[config.mk]
export PLATFORM = sky130hd
export DESIGN_NAME = rv_regfile
export DESIGN_NICKNAME = d
export VERILOG_FILES = /design/src/hw/rv_pkg.sv /design/src/hw/rv_regfile.sv
export SDC_FILE = /design/constraint.sdc
export NUM_CORES = 1
export LEC_CHECK = 0
export BUFFER_PORTS_ARGS = -buffer_cell sky130_fd_sc_hd__buf_2
export CAP_MARGIN = 20
export CORE_UTILIZATION = 40
export CTS_BUF_LIST = sky130_fd_sc_hd__clkbuf_4 sky130_fd_sc_hd__clkbuf_8 sky130_fd_sc_hd__clkbuf_16
export CTS_CLUSTER_DIAMETER = 80
export CTS_CLUSTER_SIZE = 28
export DETAILED_ROUTE_END_ITERATION = 10
export SLEW_MARGIN = 20
export SYNTH_ARGS = -nofsm -noshare
export SYNTH_HDL_FRONTEND = slang
export SYNTH_SLANG_ARGS = --single-unit
[constraint.sdc]
create_clock -name clk -period 2.79 [get_ports clk]
set_clock_uncertainty 0.1 [all_clocks]
set_input_delay 0.279 -clock clk [delete_from_list [all_inputs] [get_ports clk]]
set_output_delay 0.279 -clock clk [all_outputs]
set_load 0.05 [all_outputs]
[src/hw/rv_pkg.sv]
package rv_pkg;

    localparam int XLEN       = 32;
    localparam int IMEM_WORDS = 1024;
    localparam int DMEM_WORDS = 1024;
    localparam int IMEM_AW    = $clog2(IMEM_WORDS);
    localparam int DMEM_AW    = $clog2(DMEM_WORDS);

    typedef logic [XLEN-1:0] word_t;
    typedef logic [4:0]      reg_idx_t;
    typedef logic [7:0]      byte_t;
    typedef logic [6:0]      opcode_t;

    localparam word_t RESET_PC     = 32'h0;
    localparam word_t UART_TX_ADDR = 32'h20020;   // byte address of the tx port

    // major opcodes of the supported subset
    localparam opcode_t OP_LUI    = 7'b0110111;
    localparam opcode_t OP_AUIPC  = 7'b0010111;
    localparam opcode_t OP_JAL    = 7'b1101111;
    localparam opcode_t OP_JALR   = 7'b1100111;
    localparam opcode_t OP_BRANCH = 7'b1100011;
    localparam opcode_t OP_LOAD   = 7'b0000011;
    localparam opcode_t OP_STORE  = 7'b0100011;
    localparam opcode_t OP_IMM    = 7'b0010011;
    localparam opcode_t OP_REG    = 7'b0110011;

    localparam logic [6:0] FUNCT7_ALT = 7'b0100000;   // sub, sra

    typedef enum logic [3:0] {
        ADD, SUB, AND, OR, XOR, SLL, SRL, SRA, SLT, SLTU, PASS_B
    } alu_op_e;

    typedef enum logic [2:0] {
        NONE, EQ, NE, LT, GE, LTU, GEU
    } br_op_e;

    // encoding matches funct3[1:0] of loads and stores
    typedef enum logic [1:0] {
        BYTE, HALF, WORD
    } mem_size_e;

endpackage

[src/hw/rv_regfile.sv]
`timescale 1ns/10ps

module rv_regfile (
    input  logic             clk,
    input  rv_pkg::reg_idx_t i_rs1,
    input  rv_pkg::reg_idx_t i_rs2,
    input  rv_pkg::reg_idx_t i_rd,
    input  logic             i_we,
    input  logic             i_stall,
    input  rv_pkg::word_t    i_wdata,
    output rv_pkg::word_t    o_a,
    output rv_pkg::word_t    o_b
);
    import rv_pkg::*;

    word_t regs [1:31];   // x0 has no storage

    always_ff @(posedge clk) begin
        if (i_we && !i_stall && (i_rd != 5'd0)) begin
            regs[i_rd] <= i_wdata;
        end
    end

    assign o_a = (i_rs1 == 5'd0) ? '0 : regs[i_rs1];
    assign o_b = (i_rs2 == 5'd0) ? '0 : regs[i_rs2];

endmodule

==> out/metrics.cfg <==
[outcome]
status = finished with violations
failed_checks = negative setup slack

[synthesis]
seq_area_frac_synth = 0.639
ys_ff_latch = 992
syn_area_um2 = 46600
ys_types = 40
synthCells = 2738
synth.avg_cell_area_um2 = 17.0
synth_nets = 2788
yosys_warnings = 0

[cells_and_area]
syn2layout_area_growth_pct = 19.1
final_layout_size_suffix_gt1_frac = 0.360
top_regs = regs x992
nFillCells = 9440
nets = 3095
stdcell_count = 4597
largest_register_ffs = 992
regMostFlops = regs

[critical_path]
slowest_delay_ns = 0.47
cp.arrival_ns = 2.56
worstSetupEndpointType = primary output
worstSetupStartpointType = register
path_cells = mux4_2 -> mux2_4 -> o211ai_1 -> buf_4 -> o21ai_4 -> buf_8
cp_max_fo = 2
crit_type = reg2out
slowest_stage = mux4_2
required_ns = 2.41

[global_routing]
grt_start_max_net_pins = 59
overflow = 0
grt_pass1_vias = 30200
grt_pass1_wl_mm = 227
track_usage = 0.273
antenna_found_initial = 16

[floorplanning]
start_util = 0.405
pin_count = 114
core_area_um2 = 115000
dieArea_um2 = 118000
die_y_um = 343
die_w_um = 343
rows = 124

[power_and_ir_drop]
swShare = 0.260
power_density_nw_per_um2 = 539
peakVddDrop_uv = 466
p_leak_nw = 18.6
clockPowerShare = 0.300
seq_power_share = 0.552
p_comb_frac = 0.147
switchingPower_w = 0.00778
power.internal_w = 0.0221

[job]
maxCapViolCount = 0

[sta]
worst_slew_pin_slew_ns = 0.831
fin_setup_tns_ns = -1.36
fin_crit_sh = 1.05
period_needed_ns = 2.94
clock.fmax_ghz = 0.340
finalHoldViolCount = 0
grt_setup_unrepaired = yes
finalSetupViolCount = 23
max_slew_margin = 0.446
maxSlewViolCount = 0
setup_slack_ns = -0.152

[routing]
ant_nets = 0
vias_per_cell = 6.59
drtPass1Iterations = 6
drt-total-wl_mm = 163
route.detailed.drc = 0
drtIter0Drc = 3874
route.vias.total = 30300
wire_per_inst_um = 35.5

[placed_design]
post-dp-hpwl_mm = 103
place_congestion = 0.863
port_buffers = 113
dp.cells = 4482

[clocking]
htree_levels = 2
cts_tree = built
clockBufferDepth = 3
path_clk_slew_ns = 0.11
numCtsBuffers = 49
clockRootBuffer = clkbuf_16
clock-sinks = 992

[worst_hold_path]
hold_class = in2reg
hold_depth = 1
whs_endpoint = regs[14][16]$_DFFE_PP_
min-delay-start = i_wdata[16]

[kinds of logic after synthesis]
group                  count (synthesis)  share of synthesized area
multiplexers                         781                      0.233
AND/OR/NAND/NOR                      212                     0.0205
buffers and inverters                225                     0.0267
flip-flops                           992                      0.639
AO/OA/AOI/OAI                        528                     0.0808
[power groups by stage]
stage	clock network (W)	logic, W	registers, W
final	0.00898	0.00441	0.0165
after global routing	0.00952	0.00454	0.0165
after CTS	0.00908	0.00431	0.0165
after detailed placement	0	0.00413	0.0169
after global placement	0	0.00408	0.0168
after floorplan	0	0.00209	0.0168
[cells in the mapped netlist]
cell | n | share of area
edfxtp_1 | 992 | 0.64
buf_6 | 20 | 0.0048
o221ai_1 | 15 | 0.0028
o22ai_1 | 64 | 0.0086
nand4b_1 | 1 | 0.00019
nor2_1 | 81 | 0.0065
o211ai_1 | 32 | 0.0052
nand2_1 | 53 | 0.0043
o41ai_4 | 1 | 0.00059
or2_1 | 1 | 0.00013
nor3b_1 | 2 | 0.00032
nor2_4 | 1 | 0.00024
inv_1 | 1 | 0.000080
a221oi_1 | 66 | 0.012
a22o_1 | 92 | 0.017
buf_4 | 42 | 0.0068
clkbuf_1 | 80 | 0.0064
nor2b_1 | 6 | 0.00081
o21ai_1 | 32 | 0.0034
mux2i_1 | 395 | 0.085
mux4_2 | 226 | 0.11
clkbuf_4 | 1 | 0.00016
or3b_2 | 3 | 0.00056
nand3_1 | 1 | 0.00011
clkbuf_2 | 1 | 0.00011
nand4bb_1 | 1 | 0.00024
a21oi_1 | 79 | 0.0085
mux2_2 | 160 | 0.039
a31oi_1 | 32 | 0.0043
a211oi_1 | 32 | 0.0052
or3_1 | 2 | 0.00027
nand3b_1 | 4 | 0.00064
buf_1 | 9 | 0.00072
buf_2 | 71 | 0.0076
nor3_1 | 49 | 0.0053
a22oi_1 | 68 | 0.011
and2_1 | 3 | 0.00040
o21ai_0 | 15 | 0.0016
nor4_1 | 1 | 0.00013
nand2b_1 | 3 | 0.00040
[cell usage in the layout (no fill, tap or decap), types with 32 or more instances in the layout]
cell	synthesis	final
a21oi_1	79	61
buf_12	0	136
o211ai_1	32	32
buf_4	42	249
mux2i_1	395	378
mux2_2	160	154
nand2_1	53	37
mux4_2	226	226
nor3_1	49	45
a221oi_1	66	58
clkbuf_16	0	54
o22ai_1	64	64
a22o_1	92	92
edfxtp_1	992	992
nor2_1	81	47
nor2_4	1	33
a22oi_1	68	65
buf_2	71	47
[metrics by stage]
step	total power, W	utilization	setup slack, ns	area [um2]	hold WS, ns
2_1_floorplan	0.0189	-	0.0994	46600	0.278
3_3_place_gp	0.0209	0.457	-0.438	52600	0.662
3_5_place_dp	0.0210	0.457	-0.470	52600	0.678
4_1_cts	0.0299	0.479	-0.243	55000	0.000637
5_1_grt	0.0306	0.483	-0.205	55500	0.0331
6_report	0.0299	0.483	-0.152	55500	0.0209
[what timing repair did]
action | CTS | global route
hold endpoints to repair | 305 | 0
resized for setup | 141 | 64
gates cloned | 1 | 2
setup buffers | 7 | 14
pin swaps | 31 | 17
hold buffers | 14 | 0
setup endpoints to repair | 52 | 55
[layer usage]
layer	up-vias	global-route usage	part of all wire	wire length, um
met5	-	0	0.00038	62
met3	343	0.0447	0.10	16500
met4	10	0.0997	0.042	6910
met1	15900	0.374	0.39	63000
met2	1969	0.439	0.47	76800
li1	12100	-	-	-
[worst max-delay path: cells and delay by family, from the launching register on]
kind                   cells  cell delay, ns
buffers and inverters      2            0.37
flip-flops                 1            0.42
AO/OA/AOI/OAI              2            0.35
multiplexers               2            0.75
[area by class of cell]
| type | count | area (um2) | area share |
|---|---|---|---|
| Sequential cell | 992 | 29800 | 0.537 |
| Multi-Input combinational cell | 1521 | 16600 | 0.300 |
| Timing Repair Buffer | 480 | 5480 | 0.0987 |
| Tap cell | 1512 | 1890 | 0.0341 |
| Clock buffer | 54 | 1300 | 0.0234 |
| Clock inverter | 33 | 385 | 0.00694 |
| Antenna cell | 4 | 10.0 | 0.000180 |
| Inverter | 1 | 3.75 | 0.0000676 |
[worst max-delay path by stage]
stage / start / slack [ns] / to
floorplan: i_rd[3] / 0.1 / regs[19][0]$_DFFE_PP_
global placement: i_rs1[0] / -0.44 / o_a[8]
detailed placement: i_rs1[0] / -0.47 / o_a[8]
CTS: regs[20][18]$_DFFE_PP_ / -0.24 / o_a[18]
global route: regs[18][8]$_DFFE_PP_ / -0.20 / o_a[8]
finish: regs[20][18]$_DFFE_PP_ / -0.15 / o_a[18]
Power figures use the tool's default switching activity.
