File: config.mk
export PLATFORM = sky130hd
export DESIGN_NAME = rv_decode
export DESIGN_NICKNAME = d
export VERILOG_FILES = /design/src/hw/rv_pkg.sv /design/src/hw/rv_decode.sv
export SDC_FILE = /design/constraint.sdc
export NUM_CORES = 1
export LEC_CHECK = 0
export BUFFER_PORTS_ARGS = -buffer_cell sky130_fd_sc_hd__buf_2
export CAP_MARGIN = 20
export CORE_ASPECT_RATIO = 1.4
export CORE_UTILIZATION = 32
export DETAILED_ROUTE_END_ITERATION = 10
export PLACE_DENSITY_LB_ADDON = 0.1
export REMOVE_ABC_BUFFERS = 1
export SYNTH_ARGS = -nofsm -noshare
export SYNTH_HDL_FRONTEND = slang
export SYNTH_SLANG_ARGS = --single-unit
File: constraint.sdc
create_clock -name vclk -period 1.81
set_input_delay 0.362 -clock vclk [all_inputs]
set_output_delay 0.362 -clock vclk [all_outputs]
set_load 0.005 [all_outputs]
File: src/hw/rv_pkg.sv
package rv_pkg;

    localparam int XLEN       = 32;
    localparam int IMEM_WORDS = 1024;
    localparam int DMEM_WORDS = 1024;
    localparam int IMEM_AW    = $clog2(IMEM_WORDS);
    localparam int DMEM_AW    = $clog2(DMEM_WORDS);

    typedef logic [XLEN-1:0] word_t;
    typedef logic [4:0]      reg_idx_t;
    typedef logic [7:0]      byte_t;
    typedef logic [6:0]      opcode_t;

    localparam word_t RESET_PC     = 32'h0;
    localparam word_t UART_TX_ADDR = 32'h20020;   // byte address of the tx port

    // major opcodes of the supported subset
    localparam opcode_t OP_LUI    = 7'b0110111;
    localparam opcode_t OP_AUIPC  = 7'b0010111;
    localparam opcode_t OP_JAL    = 7'b1101111;
    localparam opcode_t OP_JALR   = 7'b1100111;
    localparam opcode_t OP_BRANCH = 7'b1100011;
    localparam opcode_t OP_LOAD   = 7'b0000011;
    localparam opcode_t OP_STORE  = 7'b0100011;
    localparam opcode_t OP_IMM    = 7'b0010011;
    localparam opcode_t OP_REG    = 7'b0110011;

    localparam logic [6:0] FUNCT7_ALT = 7'b0100000;   // sub, sra

    typedef enum logic [3:0] {
        ADD, SUB, AND, OR, XOR, SLL, SRL, SRA, SLT, SLTU, PASS_B
    } alu_op_e;

    typedef enum logic [2:0] {
        NONE, EQ, NE, LT, GE, LTU, GEU
    } br_op_e;

    // encoding matches funct3[1:0] of loads and stores
    typedef enum logic [1:0] {
        BYTE, HALF, WORD
    } mem_size_e;

endpackage

File: src/hw/rv_decode.sv
`timescale 1ns/10ps

module rv_decode (
    input  rv_pkg::word_t     i_inst,
    output rv_pkg::reg_idx_t  o_rs1,
    output rv_pkg::reg_idx_t  o_rs2,
    output rv_pkg::reg_idx_t  o_rd,
    output rv_pkg::word_t     o_imm,
    output rv_pkg::alu_op_e   o_alu_op,
    output rv_pkg::br_op_e    o_br_op,
    output logic              o_use_imm,
    output logic              o_use_pc,
    output logic              o_jal,
    output logic              o_jalr,
    output logic              o_wb_en,
    output logic              o_load,
    output logic              o_store,
    output logic              o_load_signed,
    output rv_pkg::mem_size_e o_size
);
    import rv_pkg::*;

    opcode_t    opcode;
    logic [2:0] funct3;
    logic [6:0] funct7;
    logic       alt;
    logic       f7_ok;
    logic       imm_ok;
    word_t      imm_i;
    word_t      imm_s;
    word_t      imm_b;
    word_t      imm_u;
    word_t      imm_j;

    function automatic alu_op_e alu_sel(input logic [2:0] f3, input logic sub_sra);
        case (f3)
            3'b000:  alu_sel = sub_sra ? SUB : ADD;
            3'b001:  alu_sel = SLL;
            3'b010:  alu_sel = SLT;
            3'b011:  alu_sel = SLTU;
            3'b100:  alu_sel = XOR;
            3'b101:  alu_sel = sub_sra ? SRA : SRL;
            3'b110:  alu_sel = OR;
            default: alu_sel = AND;
        endcase
    endfunction

    assign opcode = i_inst[6:0];
    assign funct3 = i_inst[14:12];
    assign funct7 = i_inst[31:25];
    assign o_rd   = i_inst[11:7];
    assign o_rs1  = i_inst[19:15];
    assign o_rs2  = i_inst[24:20];

    assign imm_i = {{20{i_inst[31]}}, i_inst[31:20]};
    assign imm_s = {{20{i_inst[31]}}, i_inst[31:25], i_inst[11:7]};
    assign imm_b = {{19{i_inst[31]}}, i_inst[31], i_inst[7], i_inst[30:25], i_inst[11:8], 1'b0};
    assign imm_u = {i_inst[31:12], 12'b0};
    assign imm_j = {{11{i_inst[31]}}, i_inst[31], i_inst[19:12], i_inst[20], i_inst[30:21], 1'b0};

    assign alt    = (funct7 == FUNCT7_ALT);
    assign f7_ok  = (funct7 == 7'b0) || (alt && (funct3 == 3'b000 || funct3 == 3'b101));
    assign imm_ok = (funct3[1:0] != 2'b01) || f7_ok;   // only shifts check funct7

    always_comb begin
        o_imm         = imm_i;
        o_alu_op      = ADD;
        o_br_op       = NONE;
        o_use_imm     = 1'b0;
        o_use_pc      = 1'b0;
        o_jal         = 1'b0;
        o_jalr        = 1'b0;
        o_wb_en       = 1'b0;
        o_load        = 1'b0;
        o_store       = 1'b0;
        o_load_signed = 1'b0;
        o_size        = WORD;
        case (opcode)
            OP_LUI: begin
                o_imm     = imm_u;
                o_alu_op  = PASS_B;
                o_use_imm = 1'b1;
                o_wb_en   = 1'b1;
            end
            OP_AUIPC: begin
                o_imm     = imm_u;
                o_use_pc  = 1'b1;
                o_use_imm = 1'b1;
                o_wb_en   = 1'b1;
            end
            OP_JAL: begin
                o_imm   = imm_j;
                o_jal   = 1'b1;
                o_wb_en = 1'b1;
            end
            OP_JALR: begin
                if (funct3 == 3'b000) begin
                    o_jalr    = 1'b1;
                    o_use_imm = 1'b1;
                    o_wb_en   = 1'b1;
                end
            end
            OP_BRANCH: begin
                o_imm = imm_b;
                case (funct3)
                    3'b000:  o_br_op = EQ;
                    3'b001:  o_br_op = NE;
                    3'b100:  o_br_op = LT;
                    3'b101:  o_br_op = GE;
                    3'b110:  o_br_op = LTU;
                    3'b111:  o_br_op = GEU;
                    default: o_br_op = NONE;
                endcase
            end
            OP_LOAD: begin
                if (funct3 inside {3'b000, 3'b001, 3'b010, 3'b100, 3'b101}) begin
                    o_load        = 1'b1;
                    o_wb_en       = 1'b1;
                    o_use_imm     = 1'b1;
                    o_size        = mem_size_e'(funct3[1:0]);
                    o_load_signed = !funct3[2];   // lbu, lhu have bit 2 set
                end
            end
            OP_STORE: begin
                o_imm = imm_s;
                if (funct3 inside {3'b000, 3'b001, 3'b010}) begin
                    o_store   = 1'b1;
                    o_use_imm = 1'b1;
                    o_size    = mem_size_e'(funct3[1:0]);
                end
            end
            OP_IMM: begin
                if (imm_ok) begin
                    o_alu_op  = alu_sel(funct3, (funct3 == 3'b101) && alt);
                    o_use_imm = 1'b1;
                    o_wb_en   = 1'b1;
                end
            end
            OP_REG: begin
                if (f7_ok) begin
                    o_alu_op = alu_sel(funct3, alt);
                    o_wb_en  = 1'b1;
                end
            end
            default: ;   // anything else is a no-op
        endcase
    end

endmodule

==> impl_metrics.yaml, run 1 <==
outcome:
  status: "finished, violations left"
  violations: "negative setup slack"
die:
  ios: 96
  die_x_um: 45.2
  num_rows: 21
  start_util: 0.343
  die_area_mm2: 0.00283
  coreArea_mm2: 0.00244
  die_h_um: 62.5
pwr:
  comb_power_share: 1.000
  clock_power_share: 0
  switching_share: 0.436
  vdd_drop_max_v: 0.000110
  p_leak_nw: 1.06
  pwr_density_cell_mw_per_mm2: 173
  seqPwrFrac: 0
  p_int_uw: 179
  switchingPower_uw: 138
finish:
  nClkBuffers: 0
  final_nets: 281
  stdcell_area_mm2: 0.00183
  regArea_um2: 0
  final_core_util: 0.748
  n_antenna_cell: 0
  stdcell_count: 281
  seq_cells: 0
  synthToLayoutAreaGrowth_pct: 118
  drive_gt1_frac: 0.733
synth:
  synth_cell_types: 39
  syn_inst: 126
  yosys-top-cells-area: "a21o_1 (17%), buf_4 (15%), nor2b_1 (6.7%)"
  yosysWarnings: 0
  syn_area_um2: 837
  syn_avg_cell_area_um2: 6.64
  yosysSeqAreaShare: 0
  synth_top_cell_area_share: 0.170
  yosys.area.top_type: "a21o_1"
timing:
  finalMaxSlewViolations: 0
  max_freq_ghz: 0.491
  tightest_slew_ps: 322
  hold_viol: 0
  min_period_ps: 2040
  period_share: 1.13
  setup_viol: 37
  fin_ws_ps: -227
  rsz0062_at_grt: "true"
  max_slew_margin: 0.783
  fin_worst_hold_slack_ps: 905
global_route:
  antenna_found_initial: 0
  grt_pass1_wl_um: 5440
  grt_max_degree: 14
  grt_overflow: 0
  groute.usage.overall: 0.237
  grt_pass1_vias: 1276
placed_design:
  pre_cts_slack_ps: -370
  gp_congestion: 0.826
  dp_hpwl_um: 2700
  dpl.cell_count: 271
  place_area_mm2: 0.00149
  portBuffers: 96
setup_path:
  crit_start: "i_inst[6]"
  start_kind: "input pin"
  cp_max_fo: 6
  required_ps: 1450
  critPathCaptureType: "output port"
  criticalPathCategory: "input pin to output port"
  cp.arrival_ps: 1680
  endpoint: "o_imm[11]"
detailed_routing:
  wl_per_cell_um: 12.6
  drt_iter0_drc: 21
  viasPerCell: 5.02
  wl_um: 3540
  drtPass1Iterations: 4
  postRouteAntennaNets: 0
  vias: 1411
  drc: 0
run:
  max_cap_violations: 0
hold_path:
  hp-start: "i_inst[11]"
  hold_path.class: "input pin to output port"
==> timing repair <==
| item | in CTS | in global routing |
|---|---|---|
| resized for setup | 30 | 39 |
| hold buffers | 0 | 0 |
| endpoints found under the setup margin | 41 | 43 |
| gates cloned | 0 | 1 |
| pin swaps | 11 | 20 |
| buffers inserted | 4 | 6 |
==> worst min path at each step <==
stage / to / slack [ps] / cells after the start
floorplan: o_imm[31] / 720 / 0
global placement: o_rd[4] / 910 / 2
detailed placement: o_rd[4] / 910 / 2
CTS: o_rd[4] / 910 / 2
global route: o_rs1[1] / 910 / 2
finish: o_rd[4] / 900 / 2
==> cell usage after synthesis (4+ instances only) <==
library cell  instances
a22o_1                4
nand4_1               4
buf_2                 5
o21ai_0               5
nand2b_1              4
a21o_1               19
buf_4                17
nand2_1               5
nor3_1                4
nor2b_1               9
nor2_1               12
==> power groups by stage <==
stage	Clock, mW	Sequential (mW)	Combinational, mW
after floorplan	0	0	0.0809
after global placement	0	0	0.259
after detailed placement	0	0	0.264
after CTS	0	0	0.286
after global routing	0	0	0.344
final	0	0	0.317
==> routing by layer <==
layer,GRT usage,vias to the layer above,wire length [µm]
li1,-,689,-
met1,0.283,652,1360
met2,0.453,68,1960
met3,0.00867,2,203
met4,0.0227,0,21
met5,0,-,0
==> worst max-delay path, stage by stage <==
cell and delay, ps:
buf_6 90, and3b_2 280, and4b_4 320, nor2b_4 70
nor2b_4 140, a221o_1 290, buf_2 130
==> placed cells by master, fill, tap and decap left out, types with 3 or more instances in the layout <==
cell and count:
a21o_1 19, a22o_1 4, buf_2 86, buf_4 41
buf_6 18, nand2_1 3, nand2b_1 3, nand4_1 4
nor2_1 4, nor2_2 5, nor2_4 3, nor2b_1 9
or2_4 3
==> through the flow <==
| step | power, mW | TNS, ps |
|---|---|---|
| final | 0.317 | -4340 |
| after global routing | 0.344 | -6780 |
| after CTS | 0.286 | -3910 |
| after detailed placement | 0.264 | -8110 |
| after global placement | 0.259 | -6690 |
| after floorplan | 0.0809 | -1580 |
==> final cells by class <==
type	instances	area (µm²)
Inverter	2	7.51
Fill cell	187	616
Timing Repair Buffer	147	971
Multi-Input combinational cell	98	807
Tap cell	34	42.5
==> kinds of logic (layout without fill, tap and decap cells) <==
| kind of cell | count (synthesis) | in the layout | synth area share |
|---|---|---|---|
| xor gates and xnor gates | 2 | 2 | 0.0209 |
| and+or+nand+nor | 58 | 58 | 0.420 |
| AOI/OAI and AO/OA | 38 | 38 | 0.339 |
| buffers and inverters | 28 | 149 | 0.220 |
Note: power is estimated with default switching activity, not from simulation.
==> run 2, diff against run 1 <==
--- a/config.mk
+++ b/config.mk
@@ -10,8 +10,10 @@
 export CORE_ASPECT_RATIO = 1.4
 export CORE_UTILIZATION = 32
 export DETAILED_ROUTE_END_ITERATION = 10
+export GPL_TIMING_DRIVEN = 0
 export PLACE_DENSITY_LB_ADDON = 0.1
 export REMOVE_ABC_BUFFERS = 1
+export SLEW_MARGIN = 0
 export SYNTH_ARGS = -nofsm -noshare
 export SYNTH_HDL_FRONTEND = slang
 export SYNTH_SLANG_ARGS = --single-unit
==> run 2 against run 1 <==
  * The flow still finishes with violations (negative setup slack)
  * Final cell count down 11%
  * Setup slack got worse by 53 ps
  * Critical path depth did not move
  * Sequential share of layout area unchanged
  * Clock-buffer cell count stayed put
  * Final area down 11%
  * Routed wire length fell by 2.3%
  * Non-clock buffer count is 32 lower
  * Largest power group unchanged
  * Highest routed layer unchanged
==> impl_metrics.yaml, run 2 (synthesized netlist as in run 1, its figures left out) <==
finish:
  final_nets: 251
  drive_gt1_frac: 0.687
  regArea_um2: 0
  seq_cells: 0
  n_fill_cell: 226
  synthToLayoutAreaGrowth_pct: 94.0
  nClkBuffers: 0
  layout_common_cells: "buf_2 (85), a21o_1 (19), buf_4 (15)"
  final_common_cell: "buf_2"
  stdcell_count: 251
  n_antenna_cell: 0
pwr:
  vdd_drop_max_v: 0.0000978
  pwr_density_cell_mw_per_mm2: 178
  p_leak_nw: 0.914
  total_power_uw: 289
timing:
  max_slew_margin: 0.792
  fin_ws_ps: -280
  tns_ps: -4760
  tightest_slew_ps: 309
  period_share: 1.15
  rsz0062_at_grt: "true"
  finalMaxSlewViolations: 0
  hold_viol: 0
  max_freq_ghz: 0.478
  min_period_ps: 2090
  setup_viol: 32
clocking:
  hold_buffers: 0
setup_path:
  critPathCaptureType: "output port"
  start_kind: "input pin"
  worstPathCellList: "buf_8, and3b_2, nand2_1, nor2_2, a41oi_4, o41ai_2, buf_2"
  cp.arrival_ps: 1730
  worst_path_largest_cell_delay_ps: 340
  path_delay_family: "simple AND/OR/NAND/NOR gates"
  crit_start: "i_inst[6]"
  cp_max_fo: 6
  slowest_stage: "o41ai_2"
  criticalPathCategory: "input pin to output port"
  required_ps: 1450
  path_buf_inv: 2
hold_path:
  hold_end: "o_rd[3]"
  hold_depth: 2
  hp-start: "i_inst[10]"
  hold_path.class: "input pin to output port"
detailed_routing:
  vias: 1294
  drtPass1Iterations: 4
  drt_iter0_drc: 28
  wl_per_cell_um: 13.8
  viasPerCell: 5.16
  postRouteAntennaNets: 0
  drc: 0
  wl_um: 3450
placed_design:
  portBuffers: 96
  pre_cts_slack_ps: -731
  dpl.cell_count: 230
  gp_congestion: 0.754
  dp_hpwl_um: 2250
global_route:
  grt_pass1_vias: 1172
  grt_max_degree: 14
  grt_overflow: 0
  groute.usage.overall: 0.225
  grt_pass1_wl_um: 5100
  antenna_found_initial: 0
die:
  die_x_um: 45.2
  die_area_mm2: 0.00283
  ios: 96
  die_h_um: 62.5
  start_util: 0.343
  num_rows: 21
  coreArea_mm2: 0.00244
run:
  max_cap_violations: 0
outcome:
  status: "finished, violations left"
  violations: "negative setup slack"
==> run 2: how the worst max path moves through the flow <==
stage | end | slack, ps | cells past startpoint
6_report | o_alu_op[1] | -280 | 7
5_1_grt | o_alu_op[1] | -320 | 7
4_1_cts | o_use_imm | -250 | 6
3_5_place_dp | o_imm[11] | -730 | 7
3_3_place_gp | o_imm[11] | -670 | 7
2_1_floorplan | o_imm[11] | -200 | 5
==> run 2: cell type report <==
class,count,area (µm²),share of cell area
Multi-Input combinational cell,100,846,0.521
Tap cell,34,42.5,0.0262
Timing Repair Buffer,115,728,0.448
Inverter,2,7.51,0.00462
==> run 2: metal layers <==
layer  GRT usage  up-vias  share of wire
met2       0.424       67           0.55
li1            -      629              -
met5           0        -              0
met4      0.0341        0          0.012
met1       0.268      593           0.38
met3      0.0116        5          0.055
==> run 2: per-stage QoR <==
| step | hold WS [ps] | cell area [µm²] | util |
|---|---|---|---|
| 6_report | 906 | 1620 | 0.665 |
| 5_1_grt | 912 | 1620 | 0.665 |
| 4_1_cts | 907 | 1470 | 0.600 |
| 3_5_place_dp | 906 | 1180 | 0.484 |
| 3_3_place_gp | 906 | 1180 | 0.484 |
| 2_1_floorplan | 724 | 661 | - |
==> run 2: where the power goes <==
group | switching (mW) | total [mW] | internal [mW]
combinational | 0.136 | 0.289 | 0.154
clock | 0 | 0 | 0
sequential | 0 | 0 | 0
total | 0.136 | 0.289 | 0.154
==> run 2: timing repair <==
item,in CTS,in global routing
cloned,3,0
setup buffers,13,6
gates resized for setup,43,26
pin swaps,14,6
setup endpoints to repair,42,40
==> run 3, diff against run 2 <==
==> constraint.sdc (replaced) <==
create_clock -name vclk -period 1.81
set_input_delay 0.0905 -clock vclk [all_inputs]
set_output_delay 0.0905 -clock vclk [all_outputs]
set_load 0.005 [all_outputs]
==> run 3 against run 2 <==
  * The flow now finishes without violations
  * Clock-buffer cell count unchanged
  * Utilization decreased by 16 points
  * Final cell count is 7.2% lower
  * Largest cell class unchanged
  * First-iteration DRC count fell by 36%
  * Die area stayed put
  * Fmax increased by 25%
  * Critical path depth unchanged
  * Worst hold slack got worse by 540 ps
  * Total power decreased by 23%
  * Global-route usage is 3.5 points lower
  * Setup slack gained 420 ps
==> impl_metrics.yaml, run 3 (synthesized netlist as in run 1, its figures left out) <==
timing:
  max_slew_margin: 0.721
  fin_ws_ps: 141
  hold_viol: 0
  setup_viol: 0
  rsz0062_at_grt: "false"
  tns_ps: 0
  tightest_slew_ps: 414
  min_period_ps: 1670
  period_share: 0.922
  finalMaxSlewViolations: 0
  max_freq_ghz: 0.599
finish:
  final_nets: 233
  regArea_um2: 0
  nClkBuffers: 0
  n_fill_cell: 283
  final_common_cell: "buf_2"
  stdcell_count: 233
  drive_gt1_frac: 0.543
  n_antenna_cell: 0
  layout_common_cells: "buf_2 (95), a21o_1 (19), nor2_1 (12)"
  synthToLayoutAreaGrowth_pct: 47.1
  seq_cells: 0
  final_core_util: 0.504
pwr:
  pwr_density_cell_mw_per_mm2: 182
  p_leak_nw: 0.759
  total_power_uw: 224
  vdd_drop_max_v: 0.0000791
global_route:
  grt_overflow: 0
  grt_max_degree: 24
  grt_pass1_wl_um: 4370
  groute.usage.overall: 0.190
  grt_pass1_vias: 1015
  antenna_found_initial: 0
detailed_routing:
  viasPerCell: 5.14
  drc: 0
  drtPass1Iterations: 4
  drt_iter0_drc: 18
  wl_um: 2900
  postRouteAntennaNets: 0
  wl_per_cell_um: 12.5
  vias: 1198
placed_design:
  gp_congestion: 0.754
  portBuffers: 96
  dpl.cell_count: 230
  dp_hpwl_um: 2250
  pre_cts_slack_ps: -188
setup_path:
  start_kind: "input pin"
  cp_max_fo: 12
  required_ps: 1720
  criticalPathCategory: "input pin to output port"
  cp.arrival_ps: 1580
  critPathCaptureType: "output port"
die:
  coreArea_mm2: 0.00244
  start_util: 0.343
  num_rows: 21
  die_x_um: 45.2
  die_h_um: 62.5
  ios: 96
  die_area_mm2: 0.00283
outcome:
  status: "finished, final reports clean"
run:
  max_cap_violations: 0
clocking:
  hold_buffers: 0
hold_path:
  hold_path.class: "input pin to output port"
[run 3: changes by cell type in the layout (fill, tap and decap cells not counted), moves of 3 or more]
cell,before,now
nor3_2,3,0
o21ai_0,2,5
nor2_2,3,0
buf_6,10,0
nor2_1,7,12
nor3_1,1,4
buf_2,85,95
buf_4,15,3
or2_4,3,0
[run 3: cell type report]
| type | count | area (µm²) | share of cell area |
|---|---|---|---|
| inverters | 2 | 7.51 | 0.00610 |
| repair buffers | 98 | 498 | 0.404 |
| multi-input cells | 99 | 683 | 0.555 |
| well taps | 34 | 42.5 | 0.0346 |
[run 3: per-stage QoR]
| stage | area [µm²] | hold WS [ps] |
|---|---|---|
| detailed placement | 1180 | 363 |
| floorplan | 661 | 181 |
| global route | 1230 | 369 |
| finish | 1230 | 363 |
| global placement | 1180 | 363 |
| CTS | 1190 | 364 |
[run 3: final timing paths]
path | from | to | cells after the start
worst max-delay path | i_inst[6] | o_imm[11] | 7
worst min-delay path | i_inst[10] | o_rd[3] | 2
[run 3: metal layers]
layer / up-vias / wire, µm / part of all wire / global-route usage
li1: 589 / - / - / -
met1: 550 / 1210 / 0.42 / 0.240
met4: 0 / 0 / 0 / 0.00758
met5: - / 0 / 0 / 0
met2: 59 / 1500 / 0.52 / 0.351
met3: 0 / 190 / 0.065 / 0.0145
[run 3: timing repair]
item / in CTS / in global routing
hold endpoints to repair: 0 / 0
setup endpoints to repair: 11 / 12
setup buffers: 0 / 2
pin swaps: 1 / 1
cloned: 0 / 1
resized for setup: 4 / 2
[run 3: critical path: stages]
cell and delay, ps:
buf_4 140, and3b_2 310, and4b_4 380, nor2b_4 70
nor2b_4 160, a221o_1 290, buf_2 130
[run 3: power breakdown]
group          internal [mW]  total (mW)  leakage [nW]  switching [mW]
logic                  0.113       0.224         0.759           0.111
registers                  0           0             0               0
clock network              0           0             0               0
total                  0.113       0.224         0.759           0.111
